### src/cpu_pkg.sv
package cpu_pkg;

    localparam int XLEN = 32;
    localparam int REG_ADDR_W = 5;
    localparam int NUM_REGS = 32;
    localparam int INSN_W = 32;
    localparam int IMM_W = 12;
    localparam int SHAMT_W = $clog2(XLEN);

    // accepted opcodes
    localparam logic [6:0] OPC_OP = 7'b0110011;
    localparam logic [6:0] OPC_OP_IMM = 7'b0010011;

    localparam logic [2:0] F3_ADD_SUB = 3'b000;
    localparam logic [2:0] F3_SLL = 3'b001;
    localparam logic [2:0] F3_SLT = 3'b010;
    localparam logic [2:0] F3_XOR = 3'b100;
    localparam logic [2:0] F3_SRL = 3'b101;
    localparam logic [2:0] F3_OR = 3'b110;
    localparam logic [2:0] F3_AND = 3'b111;

    localparam logic [6:0] F7_BASE = 7'b0000000;
    localparam logic [6:0] F7_ALT = 7'b0100000;

    typedef enum logic [3:0] {
        ALU_ADD = 4'd0,
        ALU_SUB = 4'd1,
        ALU_AND = 4'd2,
        ALU_OR  = 4'd3,
        ALU_XOR = 4'd4,
        ALU_SLT = 4'd5,
        ALU_SLL = 4'd6,
        ALU_SRL = 4'd7
    } alu_op_e;

    typedef struct packed {
        logic [6:0]            funct7;
        logic [REG_ADDR_W-1:0] rs2;
        logic [REG_ADDR_W-1:0] rs1;
        logic [2:0]            funct3;
        logic [REG_ADDR_W-1:0] rd;
        logic [6:0]            opcode;
    } r_type_t;

    typedef struct packed {
        logic [IMM_W-1:0]      imm12;
        logic [REG_ADDR_W-1:0] rs1;
        logic [2:0]            funct3;
        logic [REG_ADDR_W-1:0] rd;
        logic [6:0]            opcode;
    } i_type_t;

    // same word, two layouts
    typedef union packed {
        r_type_t r;
        i_type_t i;
    } insn_t;

endpackage

### src/pipe_if.sv
`timescale 1ns/10ps

// decoded lanes with operands, one entry per lane
interface decode_execute_if #(
    parameter int ISSUE_WIDTH = 2
);
    import cpu_pkg::*;

    logic [ISSUE_WIDTH-1:0]                 valid;
    logic [ISSUE_WIDTH-1:0][REG_ADDR_W-1:0] rd;
    alu_op_e [ISSUE_WIDTH-1:0]              alu_op;
    logic [ISSUE_WIDTH-1:0][XLEN-1:0]       operand_a;
    logic [ISSUE_WIDTH-1:0][XLEN-1:0]       operand_b;
    logic [ISSUE_WIDTH-1:0]                 writes;

    modport source (output valid, rd, alu_op, operand_a, operand_b, writes);
    modport sink (input valid, rd, alu_op, operand_a, operand_b, writes);
endinterface

// alu results on their way to the register file
interface execute_result_if #(
    parameter int ISSUE_WIDTH = 2
);
    import cpu_pkg::*;

    logic [ISSUE_WIDTH-1:0]                 valid;
    logic [ISSUE_WIDTH-1:0][REG_ADDR_W-1:0] rd;
    logic [ISSUE_WIDTH-1:0][XLEN-1:0]       result;

    modport source (output valid, rd, result);
    modport sink (input valid, rd, result);
    // scoreboard view from issue
    modport monitor (input valid, rd);
endinterface

### src/issue_decode.sv
`timescale 1ns/10ps

module issue_decode #(
    parameter int ISSUE_WIDTH = 2
) (
    input  logic                                            clk,
    input  logic                                            rst,
    input  cpu_pkg::insn_t [ISSUE_WIDTH-1:0]                insn_i,
    input  logic [ISSUE_WIDTH-1:0]                          insn_valid_i,
    output logic [ISSUE_WIDTH-1:0]                          insn_accept_o,
    output logic [ISSUE_WIDTH-1:0][cpu_pkg::REG_ADDR_W-1:0] rd_addr_a_o,
    output logic [ISSUE_WIDTH-1:0][cpu_pkg::REG_ADDR_W-1:0] rd_addr_b_o,
    input  logic [ISSUE_WIDTH-1:0][cpu_pkg::XLEN-1:0]       rd_data_a_i,
    input  logic [ISSUE_WIDTH-1:0][cpu_pkg::XLEN-1:0]       rd_data_b_i,
    decode_execute_if.source                                dx,
    execute_result_if.monitor                               inflight
);
    import cpu_pkg::*;

    alu_op_e [ISSUE_WIDTH-1:0]        dec_op;
    logic [ISSUE_WIDTH-1:0]           dec_legal;
    logic [ISSUE_WIDTH-1:0]           dec_zext;
    logic [ISSUE_WIDTH-1:0]           dec_writes;
    logic [ISSUE_WIDTH-1:0][XLEN-1:0] dec_operand_b;
    logic [ISSUE_WIDTH-1:0]           sb_hit;
    logic [ISSUE_WIDTH-1:0]           cross_hit;
    logic [ISSUE_WIDTH-1:0]           accept;

    // rs1 always counts, rs2 only for register-register words
    function automatic logic reads_reg(insn_t w, logic [REG_ADDR_W-1:0] r);
        return (r != '0) && (w.r.rs1 == r || (w.r.opcode == OPC_OP && w.r.rs2 == r));
    endfunction

    always_comb begin
        for (int k = 0; k < ISSUE_WIDTH; k++) begin
            rd_addr_a_o[k] = insn_i[k].r.rs1;
            rd_addr_b_o[k] = insn_i[k].r.rs2;
        end
    end

    always_comb begin
        for (int k = 0; k < ISSUE_WIDTH; k++) begin
            dec_op[k] = ALU_ADD;
            dec_legal[k] = 1'b0;
            dec_zext[k] = 1'b0;
            if (insn_i[k].r.opcode == OPC_OP) begin
                dec_legal[k] = insn_i[k].r.funct7 == F7_BASE;
                case (insn_i[k].r.funct3)
                    F3_ADD_SUB: begin
                        dec_legal[k] = insn_i[k].r.funct7 inside {F7_BASE, F7_ALT};
                        dec_op[k] = (insn_i[k].r.funct7 == F7_ALT) ? ALU_SUB : ALU_ADD;
                    end
                    F3_SLL: dec_op[k] = ALU_SLL;
                    F3_SLT: dec_op[k] = ALU_SLT;
                    F3_XOR: dec_op[k] = ALU_XOR;
                    F3_SRL: dec_op[k] = ALU_SRL;
                    F3_OR: dec_op[k] = ALU_OR;
                    F3_AND: dec_op[k] = ALU_AND;
                    default: dec_legal[k] = 1'b0;
                endcase
            end else if (insn_i[k].i.opcode == OPC_OP_IMM) begin
                dec_legal[k] = 1'b1;
                // logic immediates are zero extended
                dec_zext[k] = insn_i[k].i.funct3 inside {F3_XOR, F3_OR, F3_AND};
                case (insn_i[k].i.funct3)
                    F3_ADD_SUB: dec_op[k] = ALU_ADD;
                    F3_SLT: dec_op[k] = ALU_SLT;
                    F3_XOR: dec_op[k] = ALU_XOR;
                    F3_OR: dec_op[k] = ALU_OR;
                    F3_AND: dec_op[k] = ALU_AND;
                    // upper imm bits of a shift read as funct7
                    F3_SLL: begin
                        dec_op[k] = ALU_SLL;
                        dec_legal[k] = insn_i[k].r.funct7 == F7_BASE;
                    end
                    F3_SRL: begin
                        dec_op[k] = ALU_SRL;
                        dec_legal[k] = insn_i[k].r.funct7 == F7_BASE;
                    end
                    default: dec_legal[k] = 1'b0;
                endcase
            end
            dec_writes[k] = dec_legal[k] && insn_i[k].r.rd != '0;
            if (insn_i[k].r.opcode == OPC_OP) begin
                dec_operand_b[k] = rd_data_b_i[k];
            end else if (dec_zext[k]) begin
                dec_operand_b[k] = {{(XLEN-IMM_W){1'b0}}, insn_i[k].i.imm12};
            end else begin
                dec_operand_b[k] = {{(XLEN-IMM_W){insn_i[k].i.imm12[IMM_W-1]}},
                                    insn_i[k].i.imm12};
            end
        end
    end

    // scoreboard over both in-flight stages, cross check against lower lanes
    always_comb begin
        for (int k = 0; k < ISSUE_WIDTH; k++) begin
            sb_hit[k] = 1'b0;
            cross_hit[k] = 1'b0;
            for (int j = 0; j < ISSUE_WIDTH; j++) begin
                if (dx.valid[j] && dx.writes[j] && reads_reg(insn_i[k], dx.rd[j])) begin
                    sb_hit[k] = 1'b1;
                end
                if (inflight.valid[j] && reads_reg(insn_i[k], inflight.rd[j])) begin
                    sb_hit[k] = 1'b1;
                end
                if (j < k && dec_writes[j] && reads_reg(insn_i[k], insn_i[j].r.rd)) begin
                    cross_hit[k] = 1'b1;
                end
            end
        end
    end

    // in-order prefix
    always_comb begin
        logic chain;
        chain = 1'b1;
        for (int k = 0; k < ISSUE_WIDTH; k++) begin
            accept[k] = chain && insn_valid_i[k] && !sb_hit[k] && !cross_hit[k];
            chain = accept[k];
        end
    end

    assign insn_accept_o = accept;

    always_ff @(posedge clk or posedge rst) begin
        if (rst) begin
            dx.valid <= '0;
            dx.writes <= '0;
        end else begin
            dx.valid <= accept;
            dx.writes <= accept & dec_writes;
        end
    end

    always_ff @(posedge clk) begin
        for (int k = 0; k < ISSUE_WIDTH; k++) begin
            dx.rd[k] <= insn_i[k].r.rd;
            dx.alu_op[k] <= dec_op[k];
            dx.operand_a[k] <= rd_data_a_i[k];
            dx.operand_b[k] <= dec_operand_b[k];
        end
    end

endmodule

### src/flat_wrapper.sv
// flat-port wrapper written by rule: the top's interface ports become plain ports
module issue_decode_flat import cpu_pkg::*;
#(
    parameter int ISSUE_WIDTH = 2
)
  (clk, rst, insn_i, insn_valid_i, insn_accept_o, rd_addr_a_o, rd_addr_b_o, rd_data_a_i, rd_data_b_i, dx_valid, dx_rd, dx_alu_op, dx_operand_a, dx_operand_b, dx_writes, inflight_valid, inflight_rd);
  decode_execute_if #(.ISSUE_WIDTH(ISSUE_WIDTH)) dx_i ();
  execute_result_if #(.ISSUE_WIDTH(ISSUE_WIDTH)) inflight_i ();
  input  logic clk;
  input  logic rst;
  input  cpu_pkg::insn_t [ISSUE_WIDTH-1:0] insn_i;
  input  logic [ISSUE_WIDTH-1:0] insn_valid_i;
  output logic [ISSUE_WIDTH-1:0] insn_accept_o;
  output logic [ISSUE_WIDTH-1:0][cpu_pkg::REG_ADDR_W-1:0] rd_addr_a_o;
  output logic [ISSUE_WIDTH-1:0][cpu_pkg::REG_ADDR_W-1:0] rd_addr_b_o;
  input  logic [ISSUE_WIDTH-1:0][cpu_pkg::XLEN-1:0] rd_data_a_i;
  input  logic [ISSUE_WIDTH-1:0][cpu_pkg::XLEN-1:0] rd_data_b_i;
  output wire logic [$bits(dx_i.valid)-1:0] dx_valid;
  output wire logic [$bits(dx_i.rd)-1:0] dx_rd;
  output wire logic [$bits(dx_i.alu_op)-1:0] dx_alu_op;
  output wire logic [$bits(dx_i.operand_a)-1:0] dx_operand_a;
  output wire logic [$bits(dx_i.operand_b)-1:0] dx_operand_b;
  output wire logic [$bits(dx_i.writes)-1:0] dx_writes;
  input wire logic [$bits(inflight_i.valid)-1:0] inflight_valid;
  input wire logic [$bits(inflight_i.rd)-1:0] inflight_rd;
  assign dx_valid = dx_i.valid;
  assign dx_rd = dx_i.rd;
  assign dx_alu_op = dx_i.alu_op;
  assign dx_operand_a = dx_i.operand_a;
  assign dx_operand_b = dx_i.operand_b;
  assign dx_writes = dx_i.writes;
  assign inflight_i.valid = inflight_valid;
  assign inflight_i.rd = inflight_rd;
  issue_decode #(.ISSUE_WIDTH(ISSUE_WIDTH)) u_core (.clk(clk), .rst(rst), .insn_i(insn_i), .insn_valid_i(insn_valid_i), .insn_accept_o(insn_accept_o), .rd_addr_a_o(rd_addr_a_o), .rd_addr_b_o(rd_addr_b_o), .rd_data_a_i(rd_data_a_i), .rd_data_b_i(rd_data_b_i), .dx(dx_i), .inflight(inflight_i));
endmodule
### config.mk
export PLATFORM = sky130hd
export DESIGN_NAME = issue_decode_flat
export DESIGN_NICKNAME = d
export VERILOG_FILES = /design/src/cpu_pkg.sv /design/src/pipe_if.sv /design/src/issue_decode.sv /design/src/flat_wrapper.sv
export SDC_FILE = /design/constraint.sdc
export NUM_CORES = 1
export LEC_CHECK = 0
export BUFFER_PORTS_ARGS = -buffer_cell sky130_fd_sc_hd__buf_4
export CAP_MARGIN = 5
export CORE_AREA = 2 2 149 151
export DETAILED_ROUTE_END_ITERATION = 10
export DIE_AREA = 0 0 151 153
export GPL_TIMING_DRIVEN = 0
export PLACE_DENSITY_LB_ADDON = 0.05
export RECOVER_POWER = 100
export REMOVE_ABC_BUFFERS = 1
export SYNTH_ARGS = -nofsm -noshare
export SYNTH_HDL_FRONTEND = slang
export SYNTH_SLANG_ARGS = --single-unit
### constraint.sdc
create_clock -name clk -period 2.78 [get_ports clk]
set_input_delay 0.417 -clock clk [delete_from_list [all_inputs] [get_ports clk]]
set_output_delay 0.417 -clock clk [all_outputs]
set_load 0.02 [all_outputs]
After elaboration in Yosys (flattened, before gate mapping) --
Index checks and enable logic that the tools add are counted.
Word-level totals: bits in registers 150, bits of input ports 208, output and inout bits 172
Operators by class: equal/unequal tests 36, mux-type cells 35, bitwise logic cells 1, reduce and logical (&&, ||, !) cells 67
Operators with widths (count):
- 32-bit two-way mux | 4
- 5-bit equality test | 18
- 4-bit one-hot mux with 7 select lines | 2
- 3-bit one-hot mux with 6 select lines | 2
- 1-bit logical AND | 35
- 5-bit nonzero test | 6
- 7-bit by 6-bit equality test with 1-bit output, second input constant | 4
- 3-bit equality test, second input constant | 8
- 1-bit two-way mux | 19
- 4-bit two-way mux | 4
- 7-bit by 5-bit equality test with 1-bit output, second input constant | 2
- 7-bit logical NOT | 2
- 6-bit OR reduction | 2
- 5-bit OR reduction | 2
- 1-bit logical OR | 9
- 1-bit one-hot mux with 2 select lines | 4
- 3-bit by 1-bit equality test with 1-bit output, second input constant | 2
- 3-bit by 2-bit equality test with 1-bit output, second input constant | 2
- 3-bit logical NOT | 2
- 3-bit nonzero test | 2
- 2-bit nonzero test | 2
- 2-bit OR reduction | 2
- 1-bit logical NOT | 3
- 2-bit bitwise AND | 1

Logic depth before layout (Yosys ltp) --
Gate-level depths: netlist of the first run.
depth in word-level cells 15, mapped depth 7, depth with buffers taken out 6

Worst setup path before layout of the first run --
No wires, ideal clock.
path kind input-to-output, start in inflight_rd[3], end out insn_accept_o[1], arrival time 2342 ps, path slack 21 ps, cell stages on the path 6, buffers on the path 1, cells stage by stage buf_2 or4_4 o21ai_2 a21oi_1 or4_4 nor4_2
On the way: longest elaborated chain between the ends 13, elaborated cells on any way between the ends 25, classes of those cells eq/ne: 4; mux: 6; reduce/logical: 15
Ends and longest elaborated chain:
- from (decl) | RTL line flat_wrapper.sv:25 | input wire logic [$bits(inflight_i.rd)-1:0] inflight_rd;
- 5-bit equality test | RTL line issue_decode.sv:31 | return (r != '0) && (w.r.rs1 == r || (w.r.opcode == OPC_OP && w.r.rs2 == r));
- 1-bit logical AND | RTL line issue_decode.sv:31
- 1-bit logical OR | RTL line issue_decode.sv:31
- 1-bit logical AND | RTL line issue_decode.sv:31
- 1-bit logical AND | RTL line issue_decode.sv:104 | if (inflight.valid[j] && reads_reg(insn_i[k], inflight.rd[j])) begin
- 1-bit two-way mux | RTL line issue_decode.sv:104
- 1-bit two-way mux | RTL line issue_decode.sv:101 | if (dx.valid[j] && dx.writes[j] && reads_reg(insn_i[k], dx.rd[j])) begin
- 1-bit two-way mux | RTL line issue_decode.sv:104
- 1-bit logical NOT | RTL line issue_decode.sv:119 | accept[k] = chain && insn_valid_i[k] && !sb_hit[k] && !cross_hit[k];
- 1-bit logical AND (2 in a row) | RTL line issue_decode.sv:119
- 1-bit logical AND * (2 in a row) | RTL line issue_decode.sv:119
- to (decl) | RTL line flat_wrapper.sv:13 | output logic [ISSUE_WIDTH-1:0] insn_accept_o;
Mark *: on every way between the ends. The rest lies on a longest branch, timed or not.

Worst setup path after layout of the first run --
start reg u_core.dx.rd[3], end out insn_accept_o[1]
On the way: longest elaborated chain between the ends 14, elaborated cells on any way between the ends 27, classes of those cells eq/ne: 4; mux: 8; reduce/logical: 15
Ends and longest elaborated chain:
- from (decl) | RTL line pipe_if.sv:16 | modport source (output valid, rd, alu_op, operand_a, operand_b, writes);
- 5-bit equality test | RTL line issue_decode.sv:31
- 1-bit logical AND | RTL line issue_decode.sv:31
- 1-bit logical OR | RTL line issue_decode.sv:31
- 1-bit logical AND | RTL line issue_decode.sv:31
- 1-bit logical AND | RTL line issue_decode.sv:101
- 1-bit two-way mux | RTL line issue_decode.sv:101
- 1-bit two-way mux | RTL line issue_decode.sv:104
- 1-bit two-way mux | RTL line issue_decode.sv:101
- 1-bit two-way mux | RTL line issue_decode.sv:104
- 1-bit logical NOT | RTL line issue_decode.sv:119
- 1-bit logical AND (2 in a row) | RTL line issue_decode.sv:119
- 1-bit logical AND * (2 in a row) | RTL line issue_decode.sv:119
Marks and branches as above.

==> results.cfg, run 1 <==
[status]
status = complete, but fails checks
violations = negative setup slack

[worst_setup_path]
path_max_fanout = 2
r2r_cells = 7
worstPathArrival_ps = 2530
setup.worst_path.class = reg2out
crit_required_ps = 2360
r2r-end = u_core.dx.writes[1]
r2r_start = u_core.dx.rd[3]
rrSetupSlack_ps = 490
critPathCaptureType = primary output
crit_path_start_kind = flop

[pwr]
swShare_pct = 29.2
pwr-share-clk_pct = 42.9
leakagePower_uw = 0.00372
vdd_drop_max_mv = 0.396
switchingPower_uw = 1570
pwr_density_cell_mw_per_mm2 = 644
seqPwrFrac_pct = 42.3
combPwrFrac_pct = 14.7
p_int_uw = 3800

[drt]
drc_errors = 0
vias = 4891
dr.pass1.iters = 4
drtAntennaViolNets = 0
routed_via_density = 4.26
routed_wirelength_mm = 19.4
first_iter_violations = 123
routedWlPerCell_um = 16.9

[floorplanning]
initial_core_util_pct = 25.3
row_count = 54
ios = 380
chipWidth_um = 151
coreArea_mm2 = 0.0215
die_height_um = 153
dieArea_mm2 = 0.0231

[timing]
final_max_slew_viol_count = 0
fmax_ghz = 0.339
maxSlewHeadroom_pct = 49.1
skew_ps = 10.9
tightest_slew_ps = 764
period_share_pct = 106
holdWs_ps = 104
rsz0062_at_grt = true
finalSetupViolations = 2
fin_crit_ps = 2950
final_hold_viol_count = 0
worst_slack_ps = -169

[finish]
design_area_mm2 = 0.00834
diodes = 0
layout.cells.non_filler = 1147
area_growth_syn_to_layout_pct = 53.7
final_cell_mix = clkbuf_1, buf_4, dfxtp_1
layout.nets = 1062
drive_above_1_share_pct = 30.2
layout_commonest_cell = clkbuf_1
final_util_pct = 38.8

[clock_network]
htreeDepth = 4
clockRootBuffer = clkbuf_16
clockBufferDepth = 2
clock_latency_ps = 430
numCtsBuffers = 17
clk_pin_slew_ps = 70
cts_tree = done
cts.sinks = 148

[synth]
yosys_warnings = 0
synth_compound_area_share_pct = 9.01
synth-simple-area-share_pct = 11.4
synth_edf_count = 0
synth_adder_area_share_pct = 0
synth_top_family_by_area = XOR/XNOR gates
synth_xor_area_share_pct = 14.8
synth_flop_cell = dfxtp_1
synth_mux_area_share_pct = 2.49
netlist_area_mm2 = 0.00543
yosysSeqAreaShare_pct = 55.0
synth-async-reset-ratio_pct = 2.70
ys_types = 45
avgSynthCellArea_um2 = 10.5
synthCells = 516
ys_ff_latch = 148

[global_route]
grt_start_max_net_pins = 38
track_usage_pct = 16.5
overflow = 0
grt_pass1_vias = 5082
grt_pass1_wl_mm = 28.7
antenna_found_initial = 0

[placed_design]
dp.cells = 1104
dpl-instance-area_mm2 = 0.00824
io_buffers = 377
pre_cts_ws_ps = -601
gp_congestion = 0.769
place_hpwl_mm = 15.2

[min_path]
min-delay-start = rd_data_a_i[62]
hp-class = in2reg
worst_hold_path.num_cells = 1
hold-path-endpoint = u_core.dx.operand_a[62]

[flow_run]
maxCapViolCount = 0
-- area by class of cell --
cell class | count | area, um^2
inverter | 5 | 18.8
sequential | 148 | 3000
tap | 280 | 350
clock buffer | 17 | 425
timing repair buffer | 387 | 2270
clock inverter | 15 | 186
fill | 2279 | 13100
multi-input combinational | 295 | 2090
-- layer usage --
metal / vias to the layer above / track usage (%) / share of wire (%)
met5: - / 0 / 0
met4: 0 / 5.56 / 1.5
met3: 23 / 5.70 / 8.7
met2: 220 / 30.1 / 53
met1: 2296 / 17.6 / 37
li1: 2352 / - / -
-- worst max-delay path by stage --
stage / from / endpoint / slack (ps)
floorplan: insn_i[0] / insn_accept_o[1] / -80
global placement: insn_i[35] / insn_accept_o[1] / -1060
detailed placement: insn_i[34] / insn_accept_o[1] / -600
CTS: u_core.dx.rd[6] / insn_accept_o[1] / -220
global route: u_core.dx.rd[3] / insn_accept_o[1] / -280
finish: u_core.dx.rd[3] / insn_accept_o[1] / -170
-- worst max-delay path: stages (launching register included) --
cell and delay [ps]:
dfxtp_4 340, or3_1 360, o311a_1 310, a21boi_1 140
or4_4 520, nor4_4 260, buf_6 170
-- Yosys cell counts (all sizes together) (2+ instances only) --
cell,count,area [um^2]
xor2,51,447
nand3b,2,15.0
o21ai,5,28.8
or4,7,60.1
and4b,2,20.0
nand3,11,55.1
nand4,6,37.5
dfxtp,144,2880
a21oi,12,60.1
nor2b,2,12.5
mux2,12,135
a21boi,2,15.0
nor2,18,67.6
a21o,40,300
xnor2,41,359
a41oi,2,17.5
nand2,38,143
clkbuf,35,133
o21a,2,15.0
dfrtp,4,100
buf,35,243
nor4bb,2,20.0
nor4,4,31.3
o311a,2,20.0
or3,2,12.5
inv,5,18.8
nor3,20,100
-- power groups by stage --
stage / clock network, uW / logic (uW) / registers [uW]
floorplan: 0 / 186 / 2470
finish: 2300 / 792 / 2270
global route: 2480 / 855 / 2280
detailed placement: 0 / 894 / 2330
global placement: 0 / 885 / 2330
CTS: 2390 / 917 / 2280
-- timing repair --
item                       in CTS  in global routing
hold endpoints to repair        4                  0
resized for setup              17                  2
hold buffers                    1                  0
buffers inserted                9                  0
setup endpoints to repair       2                  2
cloned                          1                  0
pin swaps                       5                  1
-- state kept, by name, indices dropped and copies added (netlist names) --
signal               flops
u_core.dx.operand_b     64
u_core.dx.operand_a     64
u_core.dx.alu_op         6
u_core.dx.valid          2
u_core.dx.writes         2
u_core.dx.rd            10
-- stage by stage --
stage | setup TNS, ps | total power, uW
final | -297 | 5370
after global placement | -3690 | 3220
after global routing | -555 | 5620
after detailed placement | -1160 | 3230
after CTS | -401 | 5590
after floorplan | -84.0 | 2660
-- cell families after synthesis --
family | after synthesis
multiplexers | 12
AND/OR/NAND/NOR | 119
XOR/XNOR | 92
AO/OA/AOI/OAI | 69
other | 1
flip-flops | 148
buffers and inverters | 75
Power figures use the tool's default switching activity.
==> inputs of run 2 (changes only) <==
--- a/config.mk
+++ b/config.mk
@@ -7,9 +7,9 @@
 export LEC_CHECK = 0
 export BUFFER_PORTS_ARGS = -buffer_cell sky130_fd_sc_hd__buf_4
 export CAP_MARGIN = 5
-export CORE_AREA = 2 2 149 151
+export CORE_MARGIN = 2
+export CORE_UTILIZATION = 25
 export DETAILED_ROUTE_END_ITERATION = 10
-export DIE_AREA = 0 0 151 153
 export GPL_TIMING_DRIVEN = 0
 export PLACE_DENSITY_LB_ADDON = 0.05
 export RECOVER_POWER = 100
==> run 2 against run 1 <==
The run still ends with negative setup slack left; maximum frequency grew 0.12%; non-clock buffer count shrank 2; global-route usage is essentially flat; cell count shrank 0.52%; sequential power is essentially flat; final area grew 0.18%; via count shrank 1.2%; clock skew shrank 4.1 ps; largest cell class unchanged.
==> results.cfg, run 2 (same netlist as run 1, synthesis figures left out) <==
[global_route]
grt_pass1_vias = 5043
grt_pass1_wl_mm = 28.2
track_usage_pct = 16.5
overflow = 0
antenna_found_initial = 0
grt_start_max_net_pins = 38

[floorplanning]
chipWidth_um = 151
dieArea_mm2 = 0.0229
ios = 380
die_height_um = 151
coreArea_mm2 = 0.0212
initial_core_util_pct = 25.7
row_count = 53

[worst_setup_path]
critPathCaptureType = primary output
worstPathArrival_ps = 2530
crit_path_start_kind = flop
setup.worst_path.class = reg2out
path_max_fanout = 2
rrSetupSlack_ps = 480
r2r_cells = 7
r2r_start = u_core.dx.rd[3]
crit_required_ps = 2360
r2r-end = u_core.dx.writes[1]
startpoint = u_core.dx.rd[3]

[finish]
final_cell_mix = clkbuf_1, buf_4, dfxtp_1
largestRegisters = u_core.dx.operand_a: 64 flops, u_core.dx.operand_b: 64 flops, u_core.dx.rd: 10 flops
layout.nets = 1061
diodes = 0
drive_above_1_share_pct = 31.1
layout_commonest_cell = clkbuf_1
area_growth_syn_to_layout_pct = 54.0

[timing]
tightest_slew_ps = 720
maxSlewHeadroom_pct = 52.0
holdWs_ps = 115
skew_ps = 6.77
final_hold_viol_count = 0
final_max_slew_viol_count = 0
fin_crit_ps = 2950
fmax_ghz = 0.339
period_share_pct = 106
worst_slack_ps = -166
finalSetupViolations = 2
rsz0062_at_grt = true

[drt]
routed_wirelength_mm = 19.7
first_iter_violations = 129
routedWlPerCell_um = 17.3
routed_via_density = 4.23
drtAntennaViolNets = 0
dr.pass1.iters = 4
vias = 4830
drc_errors = 0

[pwr]
pwr_density_cell_mw_per_mm2 = 655
leakagePower_uw = 0.00374
p_total_uw = 5480
vdd_drop_max_mv = 0.365

[clock_network]
cts.sinks = 148
numCtsBuffers = 17
cts_tree = done
clockRootBuffer = clkbuf_16
htreeDepth = 4
clockBufferDepth = 2
clk_pin_slew_ps = 70
clock_latency_ps = 420

[placed_design]
place_hpwl_mm = 15.5
io_buffers = 377
gp_congestion = 0.811
pre_cts_ws_ps = -685

[min_path]
min-delay-start = rd_data_a_i[55]
hp-class = in2reg
hold-path-endpoint = u_core.dx.operand_a[55]
worst_hold_path.num_cells = 1

[status]
violations = negative setup slack
status = complete, but fails checks

[flow_run]
maxCapViolCount = 0
==> run 2: cell types whose count changed in the layout (fill, tap and decap cells not counted), sizes merged <==
| cell | previous run | this run |
|---|---|---|
| clkinv | 10 | 4 |
| buf | 143 | 147 |
| clkbuf | 260 | 254 |
| clkinvlp | 0 | 2 |
| and4b | 2 | 3 |
| bufinv | 0 | 2 |
| inv | 10 | 12 |
==> run 2: worst max-delay path by stage <==
stage,to,slack [ps],depth (start not counted)
CTS,insn_accept_o[1],-200,6
detailed placement,insn_accept_o[1],-690,8
global placement,insn_accept_o[1],-1090,8
floorplan,insn_accept_o[1],-80,6
global route,insn_accept_o[1],-270,6
finish,insn_accept_o[1],-170,6
==> run 2: per-layer routing <==
layer,part of all wire (%),GRT usage (%),vias up
met5,0,0,-
met4,1.9,5.51,0
met3,9.2,5.90,20
met2,52,29.7,214
met1,37,18.0,2244
li1,-,-,2352
==> run 2: worst max-delay path: stages, from the launching register on <==
cell      delay [ps]
dfxtp_4          340
or3_1            360
o311a_1          300
a21boi_1         140
or4_4            520
nor4_4           250
buf_4            200
==> run 2: power by group <==
part | total (uW) | switching (uW) | internal, uW | leakage (uW)
combinational | 791 | 437 | 354 | 0.00218
clock | 2410 | 1040 | 1370 | 0.000296
sequential | 2280 | 42.7 | 2230 | 0.00127
total | 5480 | 1520 | 3960 | 0.00374
==> run 2: final cells by class <==
type	instances	area, um^2
Clock buffer	17	425
Clock inverter	15	188
Fill cell	2236	12800
Inverter	5	18.8
Multi-Input combinational cell	296	2110
Sequential cell	148	2990
Tap cell	275	344
Timing Repair Buffer	385	2270
==> run 2: per-stage QoR <==
step | TNS [ps] | instance area, um^2 | util (%) | std cells
floorplan | -84.0 | 5060 | - | 447
global placement | -3740 | 8230 | 38.9 | 1099
detailed placement | -1410 | 8230 | 38.9 | 1099
CTS | -363 | 8960 | 42.4 | 1140
global route | -495 | 8360 | 39.5 | 1141
finish | -286 | 8360 | 39.5 | 1141
==> run 2: repair_timing <==
item                                    CTS  global route
gates cloned                              1             1
hold buffers                              1             0
endpoints found under the hold margin     4             0
endpoints found under the setup margin    2             2
pin swaps                                 5             1
setup buffers                             7             0
resized for setup                        14             2
==> inputs of run 3 (changes only) <==
--- a/config.mk
+++ b/config.mk
@@ -11,7 +11,6 @@
 export CORE_UTILIZATION = 25
 export DETAILED_ROUTE_END_ITERATION = 10
 export GPL_TIMING_DRIVEN = 0
-export PLACE_DENSITY_LB_ADDON = 0.05
 export RECOVER_POWER = 100
 export REMOVE_ABC_BUFFERS = 1
 export SYNTH_ARGS = -nofsm -noshare
==> constraint.sdc (replaced) <==
create_clock -name clk -period 3.65 [get_ports clk]
set_input_delay 0.5475 -clock clk [delete_from_list [all_inputs] [get_ports clk]]
set_output_delay 0.5475 -clock clk [all_outputs]
set_load 0.02 [all_outputs]
==> run 3 against run 2 <==
Highest routed layer is now met5; sequential power down 24%; critical endpoint unchanged; critical path depth unchanged; sequential share of layout area up 0.68 points; non-clock buffer count down 7; wire length down 3.7%; clock power down 27%; flip-flop and latch count unchanged; the run now ends clean; combinational power down 26%; utilization down 0.88 points; die area unchanged; clock skew up 11 ps; cell count down 0.88%.
==> results.cfg, run 3 (same netlist as run 1, synthesis figures left out) <==
[worst_setup_path]
path_max_fanout = 6
setup.worst_path.class = reg2out
slowest_stage = or4_4
worst-path-buf-inv = 1
crit_family = simple AND/OR/NAND/NOR gates
crit_required_ps = 3100
crit_path_max_incr_delay_ps = 550
critPathCaptureType = primary output
crit_path_cell_trace = or3_1 -> o311a_1 -> a21boi_1 -> or4_4 -> nor4_2 -> buf_4
crit_path_start_kind = flop
worstPathArrival_ps = 2850

[global_route]
grt_pass1_vias = 4769
antenna_found_initial = 2
track_usage_pct = 15.7
overflow = 0
grt_pass1_wl_mm = 26.8
grt_start_max_net_pins = 38

[pwr]
seqPwrFrac_pct = 42.6
p_int_uw = 2930
swShare_pct = 28.0
leakagePower_uw = 0.00364
switchingPower_uw = 1140
vdd_drop_max_mv = 0.334
pwr_density_cell_mw_per_mm2 = 499
combPwrFrac_pct = 14.3
pwr-share-clk_pct = 43.1

[floorplanning]
coreArea_mm2 = 0.0212
die_height_um = 151
chipWidth_um = 151
initial_core_util_pct = 25.7
ios = 380
row_count = 53
dieArea_mm2 = 0.0229

[timing]
rsz0062_at_grt = false
finalSetupViolations = 0
skew_ps = 18.1
final_hold_viol_count = 0
period_share_pct = 93.1
fin_crit_ps = 3400
fmax_ghz = 0.294
holdWs_ps = 240
final_max_slew_viol_count = 0
tightest_slew_ps = 773
tns_ps = 0
maxSlewHeadroom_pct = 48.5
worst_slack_ps = 252

[drt]
vias = 4752
drtAntennaViolNets = 0
routed_wirelength_mm = 19.0
routedWlPerCell_um = 16.8
dr.pass1.iters = 4
first_iter_violations = 115
drc_errors = 0
routed_via_density = 4.20

[finish]
largestRegisters = u_core.dx.operand_a: 64 flops, u_core.dx.operand_b: 64 flops, u_core.dx.rd: 10 flops
layout.nets = 1052
diodes = 0
drive_above_1_share_pct = 27.9
layout_commonest_cell = clkbuf_1
area_growth_syn_to_layout_pct = 50.5
final_cell_mix = clkbuf_1, dfxtp_1, buf_4
final_util_pct = 38.6
fillers = 2228
design_area_mm2 = 0.00817

[placed_design]
io_buffers = 377
dpl-instance-area_mm2 = 0.00823
pre_cts_ws_ps = -88.2
place_hpwl_mm = 15.1
gp_congestion = 0.780

[clock_network]
numCtsBuffers = 17
cts_tree = done
postCtsSetupRepairBufs = 0
htreeDepth = 4
clockBufferDepth = 2
clock_latency_ps = 420
cts.sinks = 148
clk_pin_slew_ps = 70
clockRootBuffer = clkbuf_16

[min_path]
hp-class = in2reg

[status]
status = finished clean

[flow_run]
maxCapViolCount = 0
[run 3: cell types whose count changed in the layout (fill, tap and decap cells not counted), moves of 2 or more]
cell,previous run,this run
dfxtp_1,139,144
dfxtp_2,3,0
clkbuf_1,166,177
clkinv_4,2,0
buf_4,146,130
inv_6,2,4
dfxtp_4,2,0
[run 3: cell type report]
class | count | area, um^2 | area share [%]
Tap cell | 275 | 344 | 4.21
Multi-Input combinational cell | 294 | 2060 | 25.3
Inverter | 5 | 18.8 | 0.230
Clock buffer | 17 | 425 | 5.21
Sequential cell | 148 | 2980 | 36.5
Clock inverter | 14 | 160 | 1.96
Timing Repair Buffer | 378 | 2180 | 26.6
[run 3: path summary, 6_finish.rpt]
kind / from / cells after the start / endpoint / slack [ps]
setup / recovery: u_core.dx.rd[6] / 6 / insn_accept_o[1] / 250
hold / removal: rd_data_a_i[27] / 1 / u_core.dx.operand_a[27] / 240
setup reg to reg: u_core.dx.rd[6] / 5 / u_core.dx.valid[1] / 1300
hold reg to reg: u_core.dx.writes[1] / 4 / u_core.dx.writes[0] / 1010
max in group asynchronous: rst / 3 / u_core.dx.writes[1] / 2890
min in group asynchronous: rst / 3 / u_core.dx.valid[0] / 590
[run 3: through the flow]
stage / power (uW) / cells
after CTS: 4240 / 1131
after floorplan: 2020 / 447
final: 4070 / 1131
after detailed placement: 2450 / 1099
after global routing: 4250 / 1131
after global placement: 2450 / 1099
[run 3: layer usage]
layer,GRT usage (%),part of all wire (%)
met4,4.07,1.1
met3,6.20,9.5
met2,27.9,51
met1,17.5,38
met5,0,0.13
[run 3: power groups by stage]
stage | Clock, uW | Sequential, uW | Combinational [uW]
2_1_floorplan | 0 | 1880 | 142
3_3_place_gp | 0 | 1780 | 671
3_5_place_dp | 0 | 1780 | 676
4_1_cts | 1820 | 1740 | 679
5_1_grt | 1870 | 1750 | 631
6_report | 1750 | 1740 | 583
[run 3: timing repair]
action / in CTS / in global routing
endpoints found under the setup margin: 1 / 0
hold buffers: 1 / 0
resized for setup: 1 / 0
endpoints found under the hold margin: 4 / 0
